<file path="config.mk">
export PLATFORM = sky130hd
export DESIGN_NAME = debug_req_gate
export DESIGN_NICKNAME = d
export VERILOG_FILES = /design/src/include/rom_image.svh /design/src/hdl/soc_pkg.sv /design/src/hdl/debug_req_gate.sv
export SDC_FILE = /design/constraint.sdc
export NUM_CORES = 1
export LEC_CHECK = 0
export BUFFER_PORTS_ARGS = -buffer_cell sky130_fd_sc_hd__buf_2
export CAP_MARGIN = 25
export CORE_AREA = 2 2 39 41
export DETAILED_ROUTE_END_ITERATION = 16
export DIE_AREA = 0 0 41 43
export GPL_ROUTABILITY_DRIVEN = 0
export SLEW_MARGIN = 20
export SYNTH_ARGS = -nofsm -noshare
export SYNTH_HDL_FRONTEND = slang
export SYNTH_SLANG_ARGS = --single-unit
</file>
<file path="constraint.sdc">
create_clock -name clk_i -period 1.3 [get_ports clk_i]
set_clock_uncertainty 0.05 [all_clocks]
set_input_delay 0.195 -clock clk_i [delete_from_list [all_inputs] [get_ports clk_i]]
set_output_delay 0.195 -clock clk_i [all_outputs]
set_load 0.05 [all_outputs]
</file>
<file path="src/include/rom_image.svh">
// Boot ROM contents table, included inside the boot ROM and the testbench for reference reads

// Boot code, one 64-bit word per entry
localparam logic [soc_pkg::DataWidth-1:0] rom_image [soc_pkg::RomWords] = '{
  // Reset vector: hart id and device tree pointer setup
  64'h0000_0297_f140_2573,
  64'h0202_8593_0000_0513,
  64'h0182_b283_0000_0297,
  64'h0000_0013_0002_8067,
  // Jump target and boot flags
  64'h0000_0000_8000_0000,
  64'h0000_0000_0000_0001,
  64'h1234_5678_9abc_def0,
  64'h0fed_cba9_8765_4321,
  // Trap stub
  64'h3050_2073_0000_0297,
  64'h1050_0073_ffdf_f06f,
  64'h0000_0000_0000_0000,
  64'h5a5a_a5a5_5a5a_a5a5,
  // Signature words
  64'hdead_beef_cafe_f00d,
  64'h0123_4567_89ab_cdef,
  64'hffff_0000_ffff_0000,
  64'h8000_1ff8_0000_0001
};

</file>
<file path="src/hdl/soc_pkg.sv">
// Shared bus widths, address map and sizing constants for the Wishbone memory subsystem
`default_nettype none

package soc_pkg;

  // ----------------------------------------
  // Bus widths
  // ----------------------------------------
  localparam int unsigned AddrWidth      = 32;
  localparam int unsigned DataWidth      = 64;
  localparam int unsigned SelWidth       = DataWidth / 8;
  // Byte offset bits below a word index
  localparam int unsigned WordOffsetBits = $clog2(SelWidth);

  // ----------------------------------------
  // Address map
  // ----------------------------------------
  // Boot ROM region, 4 KiB
  localparam logic [AddrWidth-1:0] RomBase    = 32'h0001_0000;
  localparam logic [AddrWidth-1:0] RomLength  = 32'h0000_1000;
  // Main SRAM region, 8 KiB
  localparam logic [AddrWidth-1:0] SramBase   = 32'h8000_0000;
  localparam logic [AddrWidth-1:0] SramLength = 32'h0000_2000;

  // ----------------------------------------
  // Memory sizing
  // ----------------------------------------
  // Word index width covering the whole ROM region
  localparam int unsigned RomIdxWidth  = $clog2(RomLength / SelWidth);
  // Entries actually present in the ROM table
  localparam int unsigned RomWords     = 16;
  localparam int unsigned RomTableBits = $clog2(RomWords);

  localparam int unsigned SramWords    = 1024;
  localparam int unsigned SramIdxWidth = $clog2(SramWords);

  // Last SRAM word doubles as the exit register, byte address 0x8000_1FF8
  localparam int unsigned ExitWord  = SramWords - 1;
  localparam int unsigned ExitWidth = 32;

  // ----------------------------------------
  // Debug request gating
  // ----------------------------------------
  // Cycles after reset during which debug requests are held off
  localparam int unsigned DmiDelCycles = 20;
  localparam int unsigned DelCntWidth  = $clog2(DmiDelCycles + 1);

endpackage

`default_nettype wire

</file>
<file path="src/hdl/debug_req_gate.sv">
// Holds off the external debug request for a fixed window after reset and while debug is disabled
`timescale 1ns/1ps
`default_nettype none

module debug_req_gate (
  input  logic clk_i,
  input  logic rst_ni,
  input  logic debug_req_i,
  input  logic debug_en_i,
  output logic debug_req_o
);

  logic [soc_pkg::DelCntWidth-1:0] cnt_d;
  logic [soc_pkg::DelCntWidth-1:0] cnt_q;
  logic                            cnt_busy;

  // ----------------------------------------
  // Post-reset window
  // ----------------------------------------
  // Gives boot code time to run before a debug request can interrupt it.
  assign cnt_busy = (cnt_q != '0);

  // Count down and stick at zero
  assign cnt_d = cnt_busy ? cnt_q - 1'b1 : cnt_q;

  always_ff @(posedge clk_i or negedge rst_ni) begin : p_del_cnt
    if (!rst_ni) begin
      cnt_q <= soc_pkg::DmiDelCycles[soc_pkg::DelCntWidth-1:0];
    end else begin
      cnt_q <= cnt_d;
    end
  end

  // Request passes only after the window and while enabled
  assign debug_req_o = ~cnt_busy & debug_req_i & debug_en_i;

  a_hold_off: assert property (@(posedge clk_i) disable iff (!rst_ni)
    cnt_busy |-> !debug_req_o)
    else $error("debug request inside hold-off window");

endmodule

`default_nettype wire

</file>
==> results.cfg <==
[outcome]
outcome = complete, but fails checks
violations = setup timing

[yosys]
seq_area_frac_synth_pct = 48.57
postSynthCellCount = 24
synth_flop_cell = dfrtp_1
syn-num-nets = 30
synth_area_um2 = 262.8
yosys_warnings = 0
yosysUniqueCellTypes = 15
ys_async_sr_fraction_pct = 100.0
ys_ff_latch = 5
avgSynthCellArea_um2 = 10.95
synth_edf_count = 0

[setup_path]
critPathMaxFanout = 2
critical_path_required_ns = 1.05
cp-start-kind = flip-flop
r2r_start = cnt_q[1]$_DFFE_PN0P_
crit_start = cnt_q[1]$_DFFE_PN0P_
critical_path_class = reg2out
end_kind = primary output
cp.arrival_ns = 1.38

[drt]
drc = 0
postRouteAntennaNets = 0
wl_per_cell_um = 10.19
drt_pass1_iterations = 1
wl_um = 652
vias = 259
drt-initial-drc-count = 0
vias_per_cell = 4.047

[global_route]
grt_pass1_vias = 284
globalRouteMet1Util_pct = 9.603
grt_use_met2_pct = 14.37
antenna_found_initial = 0
globalRouteMet3Util_pct = 1.571
grt_max_degree = 6
grt_first_pass_wirelength_mm = 1.014
grt_usage_pct = 8.815
top_usage_layer = met2
grt_overflow = 0

[timing]
finalSetupTns_ns = -0.6206
fmax_mhz = 613.7
slew_headroom_pct = 75.47
fin_crit_ns = 1.629
whs_ns = 0.2604
setup_violations = 5
drv_slew = 0
worst_slack_ns = -0.3295
max_slew.worst_pin.slew_ns = 0.3652
grt_setup_unrepaired = yes
finalHoldViolCount = 0
fin_crit_sh_pct = 125.3

[die]
die_w_um = 41
design.core.area_mm2 = 0.001384
dieArea_mm2 = 0.001763
die_y_um = 43
rows = 14
start_util_pct = 18.99
io_pins = 5

[finish]
final_util_pct = 38.43
diodes = 0
fill_cells = 136
drive_above_1_share_pct = 75.00
nets = 55
layout_commonest_cell = buf_4
largest_register_ff_count = 5
area_growth_pct = 102.4
layout_common_cells = buf_4, clkbuf_4, dfrtp_1, buf_2
reg_top3 = cnt_q: 5 flops
regMostFlops = cnt_q

[flow_run]
cap_viol_max_count = 0

[clock_network]
clkLatencyLatePin_ns = 0.24
path_clk_slew_ns = 0.04
cts_tree = done
cts_buffers = 3
root_buffer = clkbuf_4
cts_sinks = 5
htree_levels = 1
cts_buffer_depth = 2

[power_and_ir_drop]
leakage_nw = 0.2519
p_per_area_mw_per_mm2 = 663.4
ir_drop_mv = 0.4432
finalPower_w = 0.0003528

[placement]
port_buffers = 4
pre_cts_ws_ns = -0.2317
hpwl_um = 432.1

[worst_hold_path]
min_path_type = in2async
[report_power, final]
group	switching [W]	internal (W)
Sequential	0	0.000157
Clock	0.0000573	0.000116
Combinational	0.0000117	0.0000116
[metrics by stage]
| step | area, um^2 | std cells |
|---|---|---|
| after detailed placement | 382.9 | 54 |
| after floorplan | 267.8 | 24 |
| after CTS | 485.5 | 61 |
| after global routing | 531.8 | 64 |
| after global placement | 382.9 | 54 |
| final | 531.8 | 64 |
[logic make-up (layout without fill, tap and decap cells)]
| logic type | Yosys count | count (layout) | synth area share (%) |
|---|---|---|---|
| compound gates | 4 | 4 | 9.526 |
| xor+xnor | 1 | 1 | 3.334 |
| fa+ha+maj | 2 | 2 | 9.522 |
| buf+inv | 4 | 28 | 5.713 |
| flops | 5 | 5 | 48.57 |
| mux | 1 | 1 | 3.810 |
| simple gates | 7 | 7 | 19.52 |
[area by class of cell]
| cell class | count | area (um^2) | area share (%) |
|---|---|---|---|
| multi-input cells | 15 | 182.7 | 34.35 |
| well taps | 16 | 20.02 | 3.765 |
| repair buffers | 20 | 160.2 | 30.12 |
| clock buffers | 4 | 26.28 | 4.941 |
| inverters | 4 | 15.01 | 2.824 |
| flip-flops and latches | 5 | 127.6 | 24.00 |
[path summary, 6_finish.rpt]
kind,end,slack [ns],depth (start not counted)
worst max-delay path,debug_req_o,-0.33,6
worst min-delay path,cnt_q[3]$_DFFE_PN0P_,0.26,2
worst max register to register,cnt_q[2]$_DFFE_PN1P_,-0.11,8
worst min register to register,cnt_q[3]$_DFFE_PN0P_,0.56,2
max in group asynchronous,cnt_q[4]$_DFFE_PN1P_,0.72,2
min in group clk_i,cnt_q[3]$_DFFE_PN0P_,0.56,2
[metal layers]
layer / up-vias / share of wire [%]
li1: 128 / -
met1: 126 / 38
met2: 5 / 60
met3: 0 / 2.3
met4: 0 / 0
met5: - / 0
[worst max-delay path, stage by stage (launching register included)]
cell	delay, ns
dfrtp_1	0.39
inv_2	0.08
ha_4	0.14
nand2b_4	0.07
nor3_4	0.13
and3_4	0.21
buf_8	0.14
[cells in the mapped netlist (2+ instances only)]
cell | instances | area share, %
inv_1 | 4 | 5.7
dfrtp_1 | 3 | 29
dfstp_2 | 2 | 20
ha_1 | 2 | 9.5
nor3_2 | 2 | 7.6
o21ai_0 | 2 | 3.8
[what timing repair did]
item / CTS / global route
hold endpoints to repair: 5 / 0
pin swaps: 3 / 4
buffers inserted: 4 / 3
hold buffers: 1 / 0
resized for setup: 13 / 6
setup endpoints to repair: 3 / 5
Power figures use the tool's default switching activity.
