--- src/include/rom_image.svh ---
// Boot ROM contents table, included inside the boot ROM and the testbench for reference reads

// Boot code, one 64-bit word per entry
localparam logic [soc_pkg::DataWidth-1:0] rom_image [soc_pkg::RomWords] = '{
  // Reset vector: hart id and device tree pointer setup
  64'h0000_0297_f140_2573,
  64'h0202_8593_0000_0513,
  64'h0182_b283_0000_0297,
  64'h0000_0013_0002_8067,
  // Jump target and boot flags
  64'h0000_0000_8000_0000,
  64'h0000_0000_0000_0001,
  64'h1234_5678_9abc_def0,
  64'h0fed_cba9_8765_4321,
  // Trap stub
  64'h3050_2073_0000_0297,
  64'h1050_0073_ffdf_f06f,
  64'h0000_0000_0000_0000,
  64'h5a5a_a5a5_5a5a_a5a5,
  // Signature words
  64'hdead_beef_cafe_f00d,
  64'h0123_4567_89ab_cdef,
  64'hffff_0000_ffff_0000,
  64'h8000_1ff8_0000_0001
};

--- src/hdl/soc_pkg.sv ---
// Shared bus widths, address map and sizing constants for the Wishbone memory subsystem
`default_nettype none

package soc_pkg;

  // ----------------------------------------
  // Bus widths
  // ----------------------------------------
  localparam int unsigned AddrWidth      = 32;
  localparam int unsigned DataWidth      = 64;
  localparam int unsigned SelWidth       = DataWidth / 8;
  // Byte offset bits below a word index
  localparam int unsigned WordOffsetBits = $clog2(SelWidth);

  // ----------------------------------------
  // Address map
  // ----------------------------------------
  // Boot ROM region, 4 KiB
  localparam logic [AddrWidth-1:0] RomBase    = 32'h0001_0000;
  localparam logic [AddrWidth-1:0] RomLength  = 32'h0000_1000;
  // Main SRAM region, 8 KiB
  localparam logic [AddrWidth-1:0] SramBase   = 32'h8000_0000;
  localparam logic [AddrWidth-1:0] SramLength = 32'h0000_2000;

  // ----------------------------------------
  // Memory sizing
  // ----------------------------------------
  // Word index width covering the whole ROM region
  localparam int unsigned RomIdxWidth  = $clog2(RomLength / SelWidth);
  // Entries actually present in the ROM table
  localparam int unsigned RomWords     = 16;
  localparam int unsigned RomTableBits = $clog2(RomWords);

  localparam int unsigned SramWords    = 1024;
  localparam int unsigned SramIdxWidth = $clog2(SramWords);

  // Last SRAM word doubles as the exit register, byte address 0x8000_1FF8
  localparam int unsigned ExitWord  = SramWords - 1;
  localparam int unsigned ExitWidth = 32;

  // ----------------------------------------
  // Debug request gating
  // ----------------------------------------
  // Cycles after reset during which debug requests are held off
  localparam int unsigned DmiDelCycles = 20;
  localparam int unsigned DelCntWidth  = $clog2(DmiDelCycles + 1);

endpackage

`default_nettype wire

--- src/hdl/boot_rom.sv ---
// Read-only boot memory with a registered Wishbone-style response, fed by the decoder strobe
`timescale 1ns/1ps
`default_nettype none

module boot_rom (
  input  logic                            clk_i,
  input  logic                            rst_ni,
  input  logic                            stb_i,
  input  logic [soc_pkg::RomIdxWidth-1:0] word_i,
  output logic                            ack_o,
  output logic [soc_pkg::DataWidth-1:0]   dat_o
);

`include "rom_image.svh"

  logic                          access;
  logic                          ack_q;
  logic [soc_pkg::DataWidth-1:0] rd_d;
  logic [soc_pkg::DataWidth-1:0] rd_q;

  // One response per strobe
  assign access = stb_i & ~ack_q;

  // ----------------------------------------
  // Table lookup
  // ----------------------------------------
  // Region is larger than the table, the rest reads as zero
  always_comb begin : p_lookup
    if (word_i < soc_pkg::RomWords) begin
      rd_d = rom_image[word_i[soc_pkg::RomTableBits-1:0]];
    end else begin
      rd_d = '0;
    end
  end

  always_ff @(posedge clk_i) begin : p_data
    if (access) begin
      rd_q <= rd_d;
    end
  end

  always_ff @(posedge clk_i or negedge rst_ni) begin : p_ack
    if (!rst_ni) begin
      ack_q <= 1'b0;
    end else begin
      ack_q <= access;
    end
  end

  assign ack_o = ack_q;
  assign dat_o = rd_q;

endmodule

`default_nettype wire

--- config.mk ---
export PLATFORM = sky130hd
export DESIGN_NAME = boot_rom
export DESIGN_NICKNAME = d
export VERILOG_FILES = /design/src/hdl/soc_pkg.sv /design/src/hdl/boot_rom.sv
export VERILOG_INCLUDE_DIRS = /design/src /design/src/include
export SDC_FILE = /design/constraint.sdc
export NUM_CORES = 1
export LEC_CHECK = 0
export BUFFER_PORTS_ARGS = -buffer_cell sky130_fd_sc_hd__buf_4
export CAP_MARGIN = 10
export CORE_UTILIZATION = 50
export CTS_CLUSTER_DIAMETER = 120
export DETAILED_ROUTE_END_ITERATION = 10
export PLACE_DENSITY = 0.76
export SYNTH_ARGS = -nofsm -noshare
export SYNTH_HDL_FRONTEND = slang
export SYNTH_SLANG_ARGS = --single-unit
--- constraint.sdc ---
create_clock -name clk_i -period 4.3 [get_ports clk_i]
set_input_delay 0.86 -clock clk_i [delete_from_list [all_inputs] [get_ports clk_i]]
set_output_delay 0.86 -clock clk_i [all_outputs]
set_load 0.02 [all_outputs]
==> results.md <==
- Netlist cell types: 37
- Yosys warning count: 0
- Main synth FF type: edfxtp_1
- RSZ-0062 raised after global routing: false
- Lkg Pwr: 1.46 nW
- Share of the synthesized area in the top cell type: 0.599
- Max Clk Rate: 0.435 GHz
- Worst min-delay path category: input pin to async pin
- Synth Area per Inst: 11.6 sq um
- Die width: 80.2 um
- Num CTS Buffers: 9
- Initial Util: 0.516
- 1st-iter DRT viols: 230
- Dominant cells by area after synthesis: edfxtp_1 (60%), a21oi_1 (5.7%), ha_1 (3.7%), o21ai_0 (2.9%), nor2_1 (2.9%)
- DRT Pass-1 Iters: 6
- Fin Hold WS: 0.288 ns
- Clk_skew: 0.00854 ns
- IO buf count: 76
- Nets@finish: 351
- R2R setup slack: 2.36 ns
- Routed len/inst: 15.6 um
- # Post-CTS Setup Buffers: 0
- Overall routing resource usage: 0.217
- Worst skew pair latency: 0.33 ns
- GRT overflow: 0
- Gp weighted congestion: 0.882
- Initial antenna violation count: 0
- Diode count: 0
- Global-route wire length before repair: 10.2 mm
- Slew @ Worst Pin: 1.06 ns
- Post-synthesis sequential area ratio: 0.607
- Area grow syn2layout: 24.9%
- Largest net degree at the start of global routing: 64
- Worst-path fanout max: 56
- CTS tree: built
- Share of layout cells above drive strength 1: 0.281
- Yosys reg bits: 62
- P per Cell Area: 372 nW/um^2
- # fillers: 482
- Final Hold Vio Count: 0
- CP Launch Type: input pin
- CTS Buffer Depth: 2
- Via Count: 2259
- Vias in the first global route: 2113
- Syn Nets: 284
- # DRC: 0
- Crit end category: register
- Post-route ant nets: 0
- Vias per std cell: 5.51
- Number of synthesized flops with an enable pin: 61
- Die area: 6430 sq um
- Non-Filler Cell Area, Final: 3820 sq um
- CP arrival: 2.44 ns
- Clock-pin slew on the worst setup and hold paths: 0.07 ns
- H-tree lvl count: 3
- # hold bufs at CTS: 0
- Setup TNS: 0 ns
- IO Pins: 77
- Crit path kind: input pin to register
- Slew headroom: 0.295
- Row count: 28
- Largest area contributor in the netlist: edfxtp_1
- Ys async rst share: 0.0161
- Max-cap violations: 0
- Status: finished, final reports clean
- Max VDD drop: 0.214 mV
- Post-Route WL: 6.40 mm
- Fin. max-slew vios: 0
- Final setup viols: 0
- Post-DP HPWL: 4.10 mm
- PostCTS Resize Cnt: 0
- Fin crit period: 2.30 ns
- Root Buffer: clkbuf_8
- Worst path required time: 4.44 ns
- Period utilization: 0.535
- Area of the core: 5920 sq um
- Die Height: 80.2 um
- Post-synthesis cell count: 263
- CTS Sinks: 62
- Final core occ: 0.645
- Netlist Area Pre-Place: 3060 sq um
- Placed Area: 3620 sq um
-- cell families after synthesis --
family	Yosys count	share of synthesized area
AOI/OAI and AO/OA	82	0.167
and+or+nand+nor	85	0.143
buffers and inverters	25	0.0454
adders and majority gates	9	0.0368
DFF	62	0.607
-- cell usage in the layout (no fill, tap or decap), types with 6 or more instances in the layout --
master and count:
a211oi_1 6, ha_1 9, nand2_1 13, buf_4 77
nor2_1 24, and2_1 6, clkbuf_8 9, nor2b_1 9
edfxtp_1 61, nand2b_1 12, o21bai_1 6, a21oi_1 35
o21ai_0 18, nor3_1 6
-- worst max-delay path, stage by stage --
cell       delay (ns)
buf_4            0.11
nor4_2           0.35
nand2b_2         0.62
a2111oi_4        0.51
-- worst paths after layout --
kind / to / from / depth (start not counted)
setup / recovery: dat_o[62]$_SDFFCE_PP0P_ / word_i[7] / 4
hold / removal: ack_o$_DFF_PN0_ / rst_ni / 1
setup reg to reg: dat_o[46]$_SDFFCE_PP0P_ / ack_o$_DFF_PN0_ / 2
hold reg to reg: ack_o$_DFF_PN0_ / ack_o$_DFF_PN0_ / 1
max in group asynchronous: ack_o$_DFF_PN0_ / rst_ni / 1
min in group clk_i: ack_o$_DFF_PN0_ / ack_o$_DFF_PN0_ / 1
-- stage by stage --
| step | power (mW) | setup slack [ns] | cells |
|---|---|---|---|
| floorplan | 0.834 | 0.241 | 263 |
| global route | 1.47 | 1.86 | 410 |
| CTS | 1.43 | 2.01 | 410 |
| detailed placement | 0.902 | 1.66 | 394 |
| global placement | 0.900 | 1.71 | 394 |
| finish | 1.42 | 2.00 | 410 |
-- layer usage --
metal	routed length [um]	global-route usage
met1	2820	0.285
met2	3120	0.338
met3	350	0.0466
met4	108	0.114
met5	0	0
-- cell type report --
| cell class | instances | area (sq um) | share of cell area |
|---|---|---|---|
| sequential | 62 | 1860 | 0.486 |
| multi-input combinational | 176 | 1070 | 0.281 |
| timing repair buffer | 77 | 578 | 0.151 |
| clock buffer | 10 | 128 | 0.0334 |
| tap | 75 | 93.8 | 0.0246 |
| clock inverter | 6 | 76.3 | 0.0200 |
| inverter | 4 | 15.0 | 0.00393 |
-- Yosys cell counts (2+ instances only) --
library cell and instances:
a311oi_1 4, o21a_1 2, o21bai_1 6, and2_1 6, nand2_1 13, nor2b_1 10
clkbuf_1 2, buf_4 6, nand3b_1 3, buf_2 12, a21oi_1 35, a21o_1 3
a211oi_1 6, o21ai_0 18, nor2_1 24, ha_1 9, nor3_1 6, nand3_1 4
nand2b_1 13, inv_1 4, edfxtp_1 61
-- power breakdown --
group	leakage (nW)	internal, mW	switching (mW)
clock network	0.103	0.320	0.212
logic	0.743	0.0682	0.122
registers	0.614	0.692	0.00869
-- sequential cells by signal, indices dropped and copies added, names as in the netlist --
register,flops
dat_o,61
ack_o,1
(Power assumes the default switching activity.)
