File: src/include/rom_image.svh
// Boot ROM contents table, included inside the boot ROM and the testbench for reference reads

// Boot code, one 64-bit word per entry
localparam logic [soc_pkg::DataWidth-1:0] rom_image [soc_pkg::RomWords] = '{
  // Reset vector: hart id and device tree pointer setup
  64'h0000_0297_f140_2573,
  64'h0202_8593_0000_0513,
  64'h0182_b283_0000_0297,
  64'h0000_0013_0002_8067,
  // Jump target and boot flags
  64'h0000_0000_8000_0000,
  64'h0000_0000_0000_0001,
  64'h1234_5678_9abc_def0,
  64'h0fed_cba9_8765_4321,
  // Trap stub
  64'h3050_2073_0000_0297,
  64'h1050_0073_ffdf_f06f,
  64'h0000_0000_0000_0000,
  64'h5a5a_a5a5_5a5a_a5a5,
  // Signature words
  64'hdead_beef_cafe_f00d,
  64'h0123_4567_89ab_cdef,
  64'hffff_0000_ffff_0000,
  64'h8000_1ff8_0000_0001
};

File: src/hdl/soc_pkg.sv
// Shared bus widths, address map and sizing constants for the Wishbone memory subsystem
`default_nettype none

package soc_pkg;

  // ----------------------------------------
  // Bus widths
  // ----------------------------------------
  localparam int unsigned AddrWidth      = 32;
  localparam int unsigned DataWidth      = 64;
  localparam int unsigned SelWidth       = DataWidth / 8;
  // Byte offset bits below a word index
  localparam int unsigned WordOffsetBits = $clog2(SelWidth);

  // ----------------------------------------
  // Address map
  // ----------------------------------------
  // Boot ROM region, 4 KiB
  localparam logic [AddrWidth-1:0] RomBase    = 32'h0001_0000;
  localparam logic [AddrWidth-1:0] RomLength  = 32'h0000_1000;
  // Main SRAM region, 8 KiB
  localparam logic [AddrWidth-1:0] SramBase   = 32'h8000_0000;
  localparam logic [AddrWidth-1:0] SramLength = 32'h0000_2000;

  // ----------------------------------------
  // Memory sizing
  // ----------------------------------------
  // Word index width covering the whole ROM region
  localparam int unsigned RomIdxWidth  = $clog2(RomLength / SelWidth);
  // Entries actually present in the ROM table
  localparam int unsigned RomWords     = 16;
  localparam int unsigned RomTableBits = $clog2(RomWords);

  localparam int unsigned SramWords    = 1024;
  localparam int unsigned SramIdxWidth = $clog2(SramWords);

  // Last SRAM word doubles as the exit register, byte address 0x8000_1FF8
  localparam int unsigned ExitWord  = SramWords - 1;
  localparam int unsigned ExitWidth = 32;

  // ----------------------------------------
  // Debug request gating
  // ----------------------------------------
  // Cycles after reset during which debug requests are held off
  localparam int unsigned DmiDelCycles = 20;
  localparam int unsigned DelCntWidth  = $clog2(DmiDelCycles + 1);

endpackage

`default_nettype wire

File: src/hdl/wb_addr_decode.sv
// Wishbone address decoder: steers the strobe to ROM or SRAM and answers errors itself
`timescale 1ns/1ps
`default_nettype none

module wb_addr_decode (
  input  logic                          clk_i,
  input  logic                          rst_ni,
  // Master side
  input  logic                          cyc_i,
  input  logic                          stb_i,
  input  logic                          we_i,
  input  logic [soc_pkg::AddrWidth-1:0] adr_i,
  output logic                          ack_o,
  output logic                          err_o,
  output logic [soc_pkg::DataWidth-1:0] dat_o,
  // Boot ROM
  output logic                          rom_stb_o,
  input  logic                          rom_ack_i,
  input  logic [soc_pkg::DataWidth-1:0] rom_dat_i,
  // SRAM
  output logic                          sram_stb_o,
  input  logic                          sram_ack_i,
  input  logic [soc_pkg::DataWidth-1:0] sram_dat_i
);

  logic req;
  logic rom_hit;
  logic sram_hit;
  logic err_d;
  logic err_q;

  // ----------------------------------------
  // Region decode
  // ----------------------------------------
  assign req = cyc_i & stb_i;

  assign rom_hit = (adr_i >= soc_pkg::RomBase) &&
                   (adr_i < soc_pkg::RomBase + soc_pkg::RomLength);

  assign sram_hit = (adr_i >= soc_pkg::SramBase) &&
                    (adr_i < soc_pkg::SramBase + soc_pkg::SramLength);

  // ROM only sees reads, a write there falls through to the error path
  assign rom_stb_o  = req & rom_hit & ~we_i;
  assign sram_stb_o = req & sram_hit;

  // ----------------------------------------
  // Error responder
  // ----------------------------------------
  // Blocked while high so a held strobe gets a single err
  assign err_d = req & ~rom_stb_o & ~sram_stb_o & ~err_q;

  always_ff @(posedge clk_i or negedge rst_ni) begin : p_err
    if (!rst_ni) begin
      err_q <= 1'b0;
    end else begin
      err_q <= err_d;
    end
  end

  // ----------------------------------------
  // Response return
  // ----------------------------------------
  assign ack_o = rom_ack_i | sram_ack_i;
  assign err_o = err_q;

  // Data follows whichever slave acknowledged
  always_comb begin : p_rdata
    if (rom_ack_i) begin
      dat_o = rom_dat_i;
    end else if (sram_ack_i) begin
      dat_o = sram_dat_i;
    end else begin
      dat_o = '0;
    end
  end

  // Regions do not overlap
  a_one_strobe: assert property (@(posedge clk_i) disable iff (!rst_ni)
    !(rom_stb_o && sram_stb_o))
    else $error("both slave strobes active");

  // Slave acks and decoder errors must never collide
  a_ack_err_excl: assert property (@(posedge clk_i) disable iff (!rst_ni)
    !(ack_o && err_o))
    else $error("ack and err high together");

endmodule

`default_nettype wire

File: config.mk
export PLATFORM = sky130hd
export DESIGN_NAME = wb_addr_decode
export DESIGN_NICKNAME = d
export VERILOG_FILES = /design/src/include/rom_image.svh /design/src/hdl/soc_pkg.sv /design/src/hdl/wb_addr_decode.sv
export SDC_FILE = /design/constraint.sdc
export NUM_CORES = 1
export LEC_CHECK = 0
export ABC_AREA = 1
export BUFFER_PORTS_ARGS = -buffer_cell sky130_fd_sc_hd__buf_2
export CELL_PAD_IN_SITES_DETAIL_PLACEMENT = 1
export CELL_PAD_IN_SITES_GLOBAL_PLACEMENT = 2
export CORE_UTILIZATION = 10
export CTS_CLUSTER_DIAMETER = 40
export DETAILED_ROUTE_END_ITERATION = 7
export PLACE_DENSITY_LB_ADDON = 0.1
export SLEW_MARGIN = 5
export SYNTH_ARGS = -nofsm -noshare
export SYNTH_HDL_FRONTEND = slang
export SYNTH_SLANG_ARGS = --single-unit
export TNS_END_PERCENT = 100
File: constraint.sdc
create_clock -name clk_i -period 2.18 [get_ports clk_i]
set_clock_uncertainty 0.2 [all_clocks]
set_input_delay 0.109 -clock clk_i [delete_from_list [all_inputs] [get_ports clk_i]]
set_output_delay 0.109 -clock clk_i [all_outputs]
set_load 0.01 [all_outputs]
==> results of run 1 <==
[power groups by stage]
stage	clock, W	combinational [W]	sequential (W)
final	0	0.000451	0.0000204
after global routing	0	0.000508	0.0000205
after CTS	0	0.000464	0.0000204
after detailed placement	0	0.000461	0.0000204
after global placement	0	0.000454	0.0000203
after floorplan	0	0.000201	0.0000209
[metrics by stage]
stage | cell area (um^2) | std cells | util [%] | power (W)
after floorplan | 1120 | 255 | - | 0.000222
after global placement | 2350 | 604 | 21.6 | 0.000475
after detailed placement | 2350 | 604 | 21.6 | 0.000482
after CTS | 2360 | 605 | 21.7 | 0.000485
after global routing | 2360 | 605 | 21.7 | 0.000529
final | 2360 | 605 | 21.7 | 0.000472
[cell type report]
| class | count | area, um^2 |
|---|---|---|
| Multi-Input combinational cell | 227 | 950 |
| Timing Repair Buffer | 230 | 1190 |
| Tap cell | 140 | 175 |
| Fill cell | 1509 | 8530 |
| Inverter | 7 | 26.3 |
| Sequential cell | 1 | 25.0 |
[per-layer routing]
layer  track usage (%)  vias to the layer above  share of wire [%]
li1                  -                     1227                  -
met1              12.1                     1062                 36
met2              24.5                      112                 54
met3              2.54                        2                9.5
met4                 0                        2                  0
met5                 0                        -               0.18
[cells in the mapped netlist]
cell / instances
nand2_1: 139
inv_2: 1
dfrtp_1: 1
nand3_1: 66
nor2_2: 3
buf_4: 7
inv_1: 6
and3_2: 1
buf_2: 13
nor2_1: 16
nor3_1: 1
or2_2: 1
[critical path, delay by kind of cell]
kind / cells / cell delay (ns)
buffers and inverters: 4 / 0.81
and+or+nand+nor: 2 / 0.21
[cell families (layout without fill, tap and decap cells)]
group | after synthesis | after routing
buffers and inverters | 27 | 237
AND/OR/NAND/NOR | 227 | 227
flip-flops | 1 | 1
[worst min path at each step]
stage                     slack [ns]  cells past startpoint         endpoint    from
final                           0.23                      2  err_o$_DFF_PN0_  rst_ni
after floorplan                -0.39                      0  err_o$_DFF_PN0_  rst_ni
after CTS                       0.24                      2  err_o$_DFF_PN0_  rst_ni
after global placement         -0.32                      1  err_o$_DFF_PN0_  rst_ni
after global routing            0.24                      2  err_o$_DFF_PN0_  rst_ni
after detailed placement       -0.31                      1  err_o$_DFF_PN0_  rst_ni
==> impl_metrics.env, run 1 <==
export IMPL_place_ws_ns=0.672
export IMPL_synth_seq_area_share_pct=2.24
export IMPL_fp_dieH_um=108
export IMPL_layout_setup_ws_ns=0.727
export IMPL_setup_worst_path_end="dat_o[22]"
export IMPL_drt_wirelength_per_cell_um=12.2
export IMPL_viasPerCell=3.98
export IMPL_drt_iter0_markers=62
export IMPL_power_switching_w=0.000236
export IMPL_cpMostUsedCell="buf_2"
export IMPL_synth_top_area_share_pct=46.6
export IMPL_start_util_pct=10.3
export IMPL_path_max_fanout=33
export IMPL_worstHoldPathType="in -> async"
export IMPL_synth_compound_area_share_pct=0
export IMPL_r2r_start="err_o$_DFF_PN0_"
export IMPL_totalWireLength_mm=7.41
export IMPL_ir_drop_mv=0.0414
export IMPL_final_layout_size_suffix_gt1_share_pct=50.5
export IMPL_grt_max_degree=48
export IMPL_drc=0
export IMPL_fmax_mhz=688
export IMPL_r2r_cells=3
export IMPL_yosys_warnings=0
export IMPL_endpoint_kind="primary output"
export IMPL_ys_types=12
export IMPL_p_leak_nw=1.59
export IMPL_clock_power_share_pct=0
export IMPL_firstDrtPassIters=4
export IMPL_critPathMaxStageDelay_ns=0.33
export IMPL_slew_viol_final=0
export IMPL_postCtsHoldBufs=1
export IMPL_antenna_cells=0
export IMPL_grt_overflow_total=0
export IMPL_syn_area_um2=1120
export IMPL_clk_pin_slew_worst_paths_ns=0
export IMPL_startpoint="rom_ack_i"
export IMPL_setup_viol=0
export IMPL_gp_congestion=0.688
export IMPL_muxShareOfSynthArea_pct=0
export IMPL_antenna_left=0
export IMPL_yosys_area_share_simple_pct=84.9
export IMPL_syn_to_final_growth_pct=111
export IMPL_r2r_end="err_o$_DFF_PN0_"
export IMPL_layout_common_cells="buf_2, nand2_1, nand3_1"
export IMPL_core_um2=10900
export IMPL_synth_top_family_by_area="simple AND/OR/NAND/NOR gates"
export IMPL_hold_viol_final=0
export IMPL_grt_usage_pct=11.6
export IMPL_cts_resized=0
export IMPL_synthXorXnorAreaFrac_pct=0
export IMPL_ios=235
export IMPL_port_buffer_count=222
export IMPL_cts_setup_buffers=0
export IMPL_drv_cap=0
export IMPL_startpoint_type="primary input"
export IMPL_synth_area_leaders="nand2_1, nand3_1, buf_2, nor2_1, buf_4"
export IMPL_rrSetupSlack_ns=1.32
export IMPL_intPower_w=0.000236
export IMPL_synthAdderAreaFrac_pct=0
export IMPL_cp_cell_sequence="buf_2 -> inv_2 -> buf_4 -> nand3_1 -> nand2_1 -> buf_2"
export IMPL_dp_hpwl_mm=6.14
export IMPL_arrival_ns=1.14
export IMPL_fin_crit_sh_pct=66.6
export IMPL_grt_pass1_wl_mm=11.0
export IMPL_nets=634
export IMPL_netlist_instances=255
export IMPL_switching_share_pct=49.9
export IMPL_rsz0062_at_grt="false"
export IMPL_dieArea_um2=11600
export IMPL_ys_seq_elements=1
export IMPL_grt_pass1_vias=2314
export IMPL_yosysTopAreaCell="nand2_1"
export IMPL_syn_nets=422
export IMPL_worstMarginPinSlew_ns=0.418
export IMPL_critPathKind="in -> out"
export IMPL_critPathRequiredTime_ns=1.87
export IMPL_comb_power_share_pct=95.7
export IMPL_synth_avg_cell_area_um2=4.39
export IMPL_mostFrequentLayoutCell="buf_2"
export IMPL_finalCriticalPeriod_ns=1.45
export IMPL_largest_reg_flops=1
export IMPL_status="completed"
export IMPL_fin_worst_hold_slack_ns=0.232
export IMPL_antenna_found_initial=1
export IMPL_clock_latency_ns=0
export IMPL_p_seq_share_pct=4.3
export IMPL_rows=38
export IMPL_power_density_nw_per_um2=200
export IMPL_relSlewSlack_pct=72.1
export IMPL_tns_ns=0
export IMPL_fp_dieW_um=108
export IMPL_slowest_stage="buf_4"
export IMPL_vias=2405
(Power assumes the default switching activity.)
==> inputs of run 2 (changes only) <==
ABC_AREA = 0   (was 1)
CORE_AREA = 2 2 90 92   (was default)
CORE_UTILIZATION = default   (was 10)
DIE_AREA = 0 0 92 94   (was default)
clock period = 1.2 ns   (was 2.18 ns; I/O delays follow)
==> impl_metrics.env, run 2 <==
export IMPL_status="finished with violations"
export IMPL_violations="negative setup slack"
export IMPL_maxUsedRoutingLayer="met3"
export IMPL_startpoint="adr_i[12]"
export IMPL_clock_latency_ns=0
export IMPL_r2r_cells=2
export IMPL_fmax_mhz=602
export IMPL_fp_dieW_um=92
export IMPL_layout_setup_ws_ns=-0.460
export IMPL_syn_to_final_growth_pct=174
export IMPL_p_leak_nw=1.24
export IMPL_relSlewSlack_pct=78.6
export IMPL_grt_overflow_total=0
export IMPL_port_buffer_count=222
export IMPL_yosysTopAreaCell="a22o_1"
export IMPL_power_density_nw_per_um2=399
export IMPL_rows=32
export IMPL_grt_pass1_vias=1666
export IMPL_yosysMostFrequentCell="a22o_1"
export IMPL_dp_cells=416
export IMPL_setup_worst_path_end="err_o$_DFF_PN0_"
export IMPL_drt_iter0_markers=11
export IMPL_gp_congestion=0.703
export IMPL_antenna_cells=0
export IMPL_fin_crit_sh_pct=138
export IMPL_ys_types=17
export IMPL_wl_met1_mm=2.13
export IMPL_drc=0
export IMPL_firstDrtPassIters=4
export IMPL_yosys_warnings=0
export IMPL_hold_viol_final=0
export IMPL_critPathRequiredTime_ns=0.88
export IMPL_synth_seq_area_share_pct=3.34
export IMPL_dp_hpwl_mm=5.69
export IMPL_clk_pin_slew_worst_paths_ns=0
export IMPL_worstMarginPinSlew_ns=0.318
export IMPL_ir_drop_mv=0.154
export IMPL_yosys_top_cells_count="a22o_1, clkbuf_1, nor2_1"
export IMPL_endpoint_kind="flop"
export IMPL_ios=235
export IMPL_antenna_left=0
export IMPL_async_flop_share_pct=100
export IMPL_fp_dieH_um=94
export IMPL_synth_area_leaders="a22o_1, clkbuf_1, dfrtp_1, nor3_1, nor2_1"
export IMPL_syn_nets=267
export IMPL_core_um2=7610
export IMPL_critPathKind="in -> reg"
export IMPL_r2r_start="err_o$_DFF_PN0_"
export IMPL_path_max_fanout=2
export IMPL_stdcell_count=417
export IMPL_antenna_found_initial=0
export IMPL_rsz0062_at_grt="true"
export IMPL_synthFlopType="dfrtp_1"
export IMPL_synth_avg_cell_area_um2=7.49
export IMPL_grt_pass1_wl_mm=9.02
export IMPL_grt_max_degree=36
export IMPL_ys_seq_elements=1
export IMPL_finalCriticalPeriod_ns=1.66
export IMPL_syn_area_um2=749
export IMPL_dieArea_um2=8650
export IMPL_setup_viol=3
export IMPL_layout_common_cells="buf_2, a22o_1, buf_6, buf_4"
export IMPL_drv_cap=0
export IMPL_dr_wl_met2_mm=3.60
export IMPL_synth_top_area_share_pct=73.6
export IMPL_slew_viol_final=0
export IMPL_nets=484
export IMPL_tns_ns=-1.04
export IMPL_start_util_pct=9.85
export IMPL_worstHoldPathType="in -> async"
export IMPL_fin_worst_hold_slack_ns=0.189
export IMPL_final_layout_size_suffix_gt1_share_pct=73.7
export IMPL_wl_met3_um=701
export IMPL_grt_usage_pct=12.8
export IMPL_synth_edf_count=0
export IMPL_viasPerCell=4.10
export IMPL_netlist_instances=100
export IMPL_largest_reg_flops=1
export IMPL_startpoint_type="primary input"
export IMPL_placed_cell_area_um2=2000
export IMPL_arrival_ns=1.34
export IMPL_rrSetupSlack_ns=0.35
export IMPL_vias=1709
export IMPL_cts_setup_buffers=0
export IMPL_finalInstanceArea_um2=2060
export IMPL_r2r_end="err_o$_DFF_PN0_"
export IMPL_utilization_pct=27.0
export IMPL_drt_wirelength_per_cell_um=15.4
export IMPL_totalWireLength_mm=6.43
export IMPL_mostFrequentLayoutCell="buf_2"
## run 2: cell count changes after synthesis, moves of 6 or more
| cell | before | now |
|---|---|---|
| a22o_1 | 0 | 63 |
| buf_4 | 7 | 0 |
| nand2_1 | 139 | 3 |
| clkbuf_1 | 0 | 14 |
| nand3_1 | 66 | 1 |
| nor2_1 | 16 | 4 |
| buf_2 | 13 | 0 |
| inv_1 | 6 | 0 |
## run 2: through the flow
step / worst slack, ns / total power [W]
after floorplan: -0.342 / 0.000357
after global placement: -0.485 / 0.000816
after detailed placement: -0.488 / 0.000818
after CTS: -0.481 / 0.000827
after global routing: -0.512 / 0.000893
final: -0.460 / 0.000820
## run 2: cell type report
cell class	count	area, um^2
well taps	102	128
multi-input cells	84	691
inverters	1	3.75
flip-flops and latches	1	25.0
fillers	979	5550
repair buffers	229	1210
## run 2: report_power, final
group          total (W)  internal, W  switching (W)
clock                  0            0              0
sequential     0.0000372    0.0000362    0.000000975
combinational   0.000783     0.000440       0.000343
## run 2: how the worst min path moves through the flow
stage / end / cells past startpoint / slack (ns) / startpoint
floorplan: err_o$_DFF_PN0_ / 0 / -0.44 / rst_ni
global placement: err_o$_DFF_PN0_ / 1 / -0.36 / rst_ni
detailed placement: err_o$_DFF_PN0_ / 1 / -0.36 / rst_ni
CTS: err_o$_DFF_PN0_ / 2 / 0.17 / rst_ni
global route: err_o$_DFF_PN0_ / 2 / 0.20 / rst_ni
finish: err_o$_DFF_PN0_ / 2 / 0.19 / rst_ni
## run 2: cells by family after synthesis
kind of cell | count (synthesis) | share of synthesized area (%)
AND/OR/NAND/NOR | 18 | 12.4
buffers and inverters | 15 | 7.51
flip-flops | 1 | 3.34
AO/OA/AOI/OAI | 66 | 76.8
## run 2: repair_timing
action,CTS,global route
hold buffers,1,0
setup endpoints to repair,3,23
gates resized for setup,3,7
endpoints found under the hold margin,1,0
gates cloned,0,0
pin swaps,2,5
## run 2: per-layer routing
| metal | GRT usage (%) | vias up |
|---|---|---|
| li1 | - | 858 |
| met1 | 13.2 | 738 |
| met2 | 26.7 | 113 |
| met3 | 3.61 | 0 |
| met4 | 0 | 0 |
| met5 | 0 | - |
## run 2: critical path, stage by stage
cell      delay (ns)
buf_6           0.09
or4_4           0.51
a2111o_1        0.38
and2_1          0.14
o21a_1          0.16
==> inputs of run 3 (changes only) <==
BUFFER_PORTS_ARGS = -buffer_cell sky130_fd_sc_hd__buf_4   (was -buffer_cell sky130_fd_sc_hd__buf_2)
GPL_ROUTABILITY_DRIVEN = 0   (was default)
==> impl_metrics.env, run 3 (synthesis gave the netlist of run 2 again) <==
export IMPL_p_leak_nw=1.40
export IMPL_antenna_left=0
export IMPL_fp_dieW_um=92
export IMPL_r2r_cells=2
export IMPL_rsz0062_at_grt="true"
export IMPL_grt_max_degree=36
export IMPL_ios=235
export IMPL_start_util_pct=9.85
export IMPL_final_layout_size_suffix_gt1_share_pct=72.9
export IMPL_grt_usage_pct=13.8
export IMPL_finalInstanceArea_um2=2590
export IMPL_drv_cap=0
export IMPL_num_fill_cells=962
export IMPL_drt_wirelength_per_cell_um=16.5
export IMPL_violations="negative setup slack"
export IMPL_syn_to_final_growth_pct=246
export IMPL_viasPerCell=4.26
export IMPL_hold_viol_final=0
export IMPL_layout_setup_ws_ns=-0.458
export IMPL_fmax_mhz=603
export IMPL_slew_viol_final=0
export IMPL_power_density_nw_per_um2=407
export IMPL_firstDrtPassIters=3
export IMPL_ir_drop_mv=0.176
export IMPL_critPathRequiredTime_ns=0.88
export IMPL_worstMarginPinSlew_ns=0.322
export IMPL_startpoint_type="primary input"
export IMPL_fp_dieH_um=94
export IMPL_antenna_found_initial=0
export IMPL_core_um2=7610
export IMPL_placed_cell_area_um2=2560
export IMPL_dp_hpwl_mm=5.86
export IMPL_worstHoldPathType="in -> async"
export IMPL_dieArea_um2=8650
export IMPL_fin_crit_sh_pct=138
export IMPL_setup_viol=3
export IMPL_drc=0
export IMPL_grt_pass1_wl_mm=9.72
export IMPL_power_w=0.00105
export IMPL_critPathKind="in -> reg"
export IMPL_grt_pass1_vias=1779
export IMPL_vias=1772
export IMPL_cts_setup_buffers=0
export IMPL_status="finished with violations"
export IMPL_port_buffer_count=222
export IMPL_antenna_cells=0
export IMPL_arrival_ns=1.34
export IMPL_r2r_start="err_o$_DFF_PN0_"
export IMPL_clock_latency_ns=0
export IMPL_path_max_fanout=2
export IMPL_totalWireLength_mm=6.88
export IMPL_clk_pin_slew_worst_paths_ns=0
export IMPL_relSlewSlack_pct=78.3
export IMPL_grt_overflow_total=0
export IMPL_startpoint="adr_i[12]"
export IMPL_layout_common_cells="buf_4, a22o_1, nor2_1, buf_6"
export IMPL_drt_iter0_markers=19
export IMPL_rows=32
export IMPL_endpoint_kind="flop"
export IMPL_largest_reg_flops=1
export IMPL_mostFrequentLayoutCell="buf_4"
export IMPL_finalCriticalPeriod_ns=1.66
export IMPL_nets=483
## run 3: changes by cell type in the layout (fill, tap and decap cells not counted)
cell,change
buf_2,-217
buf_4,+216
buf_12,+1
buf_6,-1
nor2_1,+1
nor2_4,-1
or4_1,+1
or4_4,-1
## run 3: cell type report
| cell class | count | area (um^2) | share of cell area (%) |
|---|---|---|---|
| multi-input cells | 84 | 679 | 26.2 |
| flip-flops and latches | 1 | 25.0 | 0.966 |
| well taps | 102 | 128 | 4.93 |
| repair buffers | 228 | 1750 | 67.7 |
| inverters | 1 | 3.75 | 0.145 |
## run 3: routing by layer
metal | share of wire, % | routed length [um] | GRT usage [%] | vias up
li1 | - | - | - | 856
met1 | 36 | 2450 | 15.5 | 801
met2 | 54 | 3750 | 27.6 | 113
met3 | 9.6 | 658 | 3.37 | 2
met4 | 0.39 | 27 | 0.498 | 0
met5 | 0 | 0 | 0 | -
## run 3: path summary, 6_finish.rpt
check,to,slack (ns)
min in group clk_i,dat_o[40],0.21
min,err_o$_DFF_PN0_,0.18
max in group asynchronous,err_o$_DFF_PN0_,0.54
max,err_o$_DFF_PN0_,-0.46
max reg2reg,err_o$_DFF_PN0_,0.34
min reg2reg,err_o$_DFF_PN0_,0.33
## run 3: repair_timing
| action | CTS | global route |
|---|---|---|
| endpoints found under the hold margin | 1 | 0 |
| pin swaps | 1 | 0 |
| hold buffers | 1 | 0 |
| gates resized for setup | 5 | 0 |
| endpoints found under the setup margin | 3 | 3 |
## run 3: through the flow
step                      util [%]  std cells  hold slack (ns)  worst slack [ns]  TNS, ns
final                         34.0        416            0.176            -0.458    -1.04
after CTS                     34.0        416            0.178            -0.470    -1.07
after global placement        33.7        415           -0.363            -0.497    -1.12
after global routing          34.0        416            0.186            -0.511    -1.26
after floorplan                  -        100           -0.436            -0.342   -0.565
after detailed placement      33.7        415           -0.362            -0.509    -1.13
## run 3: power by group
group	total, W	internal [W]	switching [W]
Combinational	0.00102	0.000660	0.000356
Clock	0	0	0
Sequential	0.0000375	0.0000362	0.00000129
## run 3: critical path, stage by stage
cell and delay [ns]:
buf_6 0.09, or4_4 0.51, a2111o_1 0.38, and2_1 0.14, o21a_1 0.15
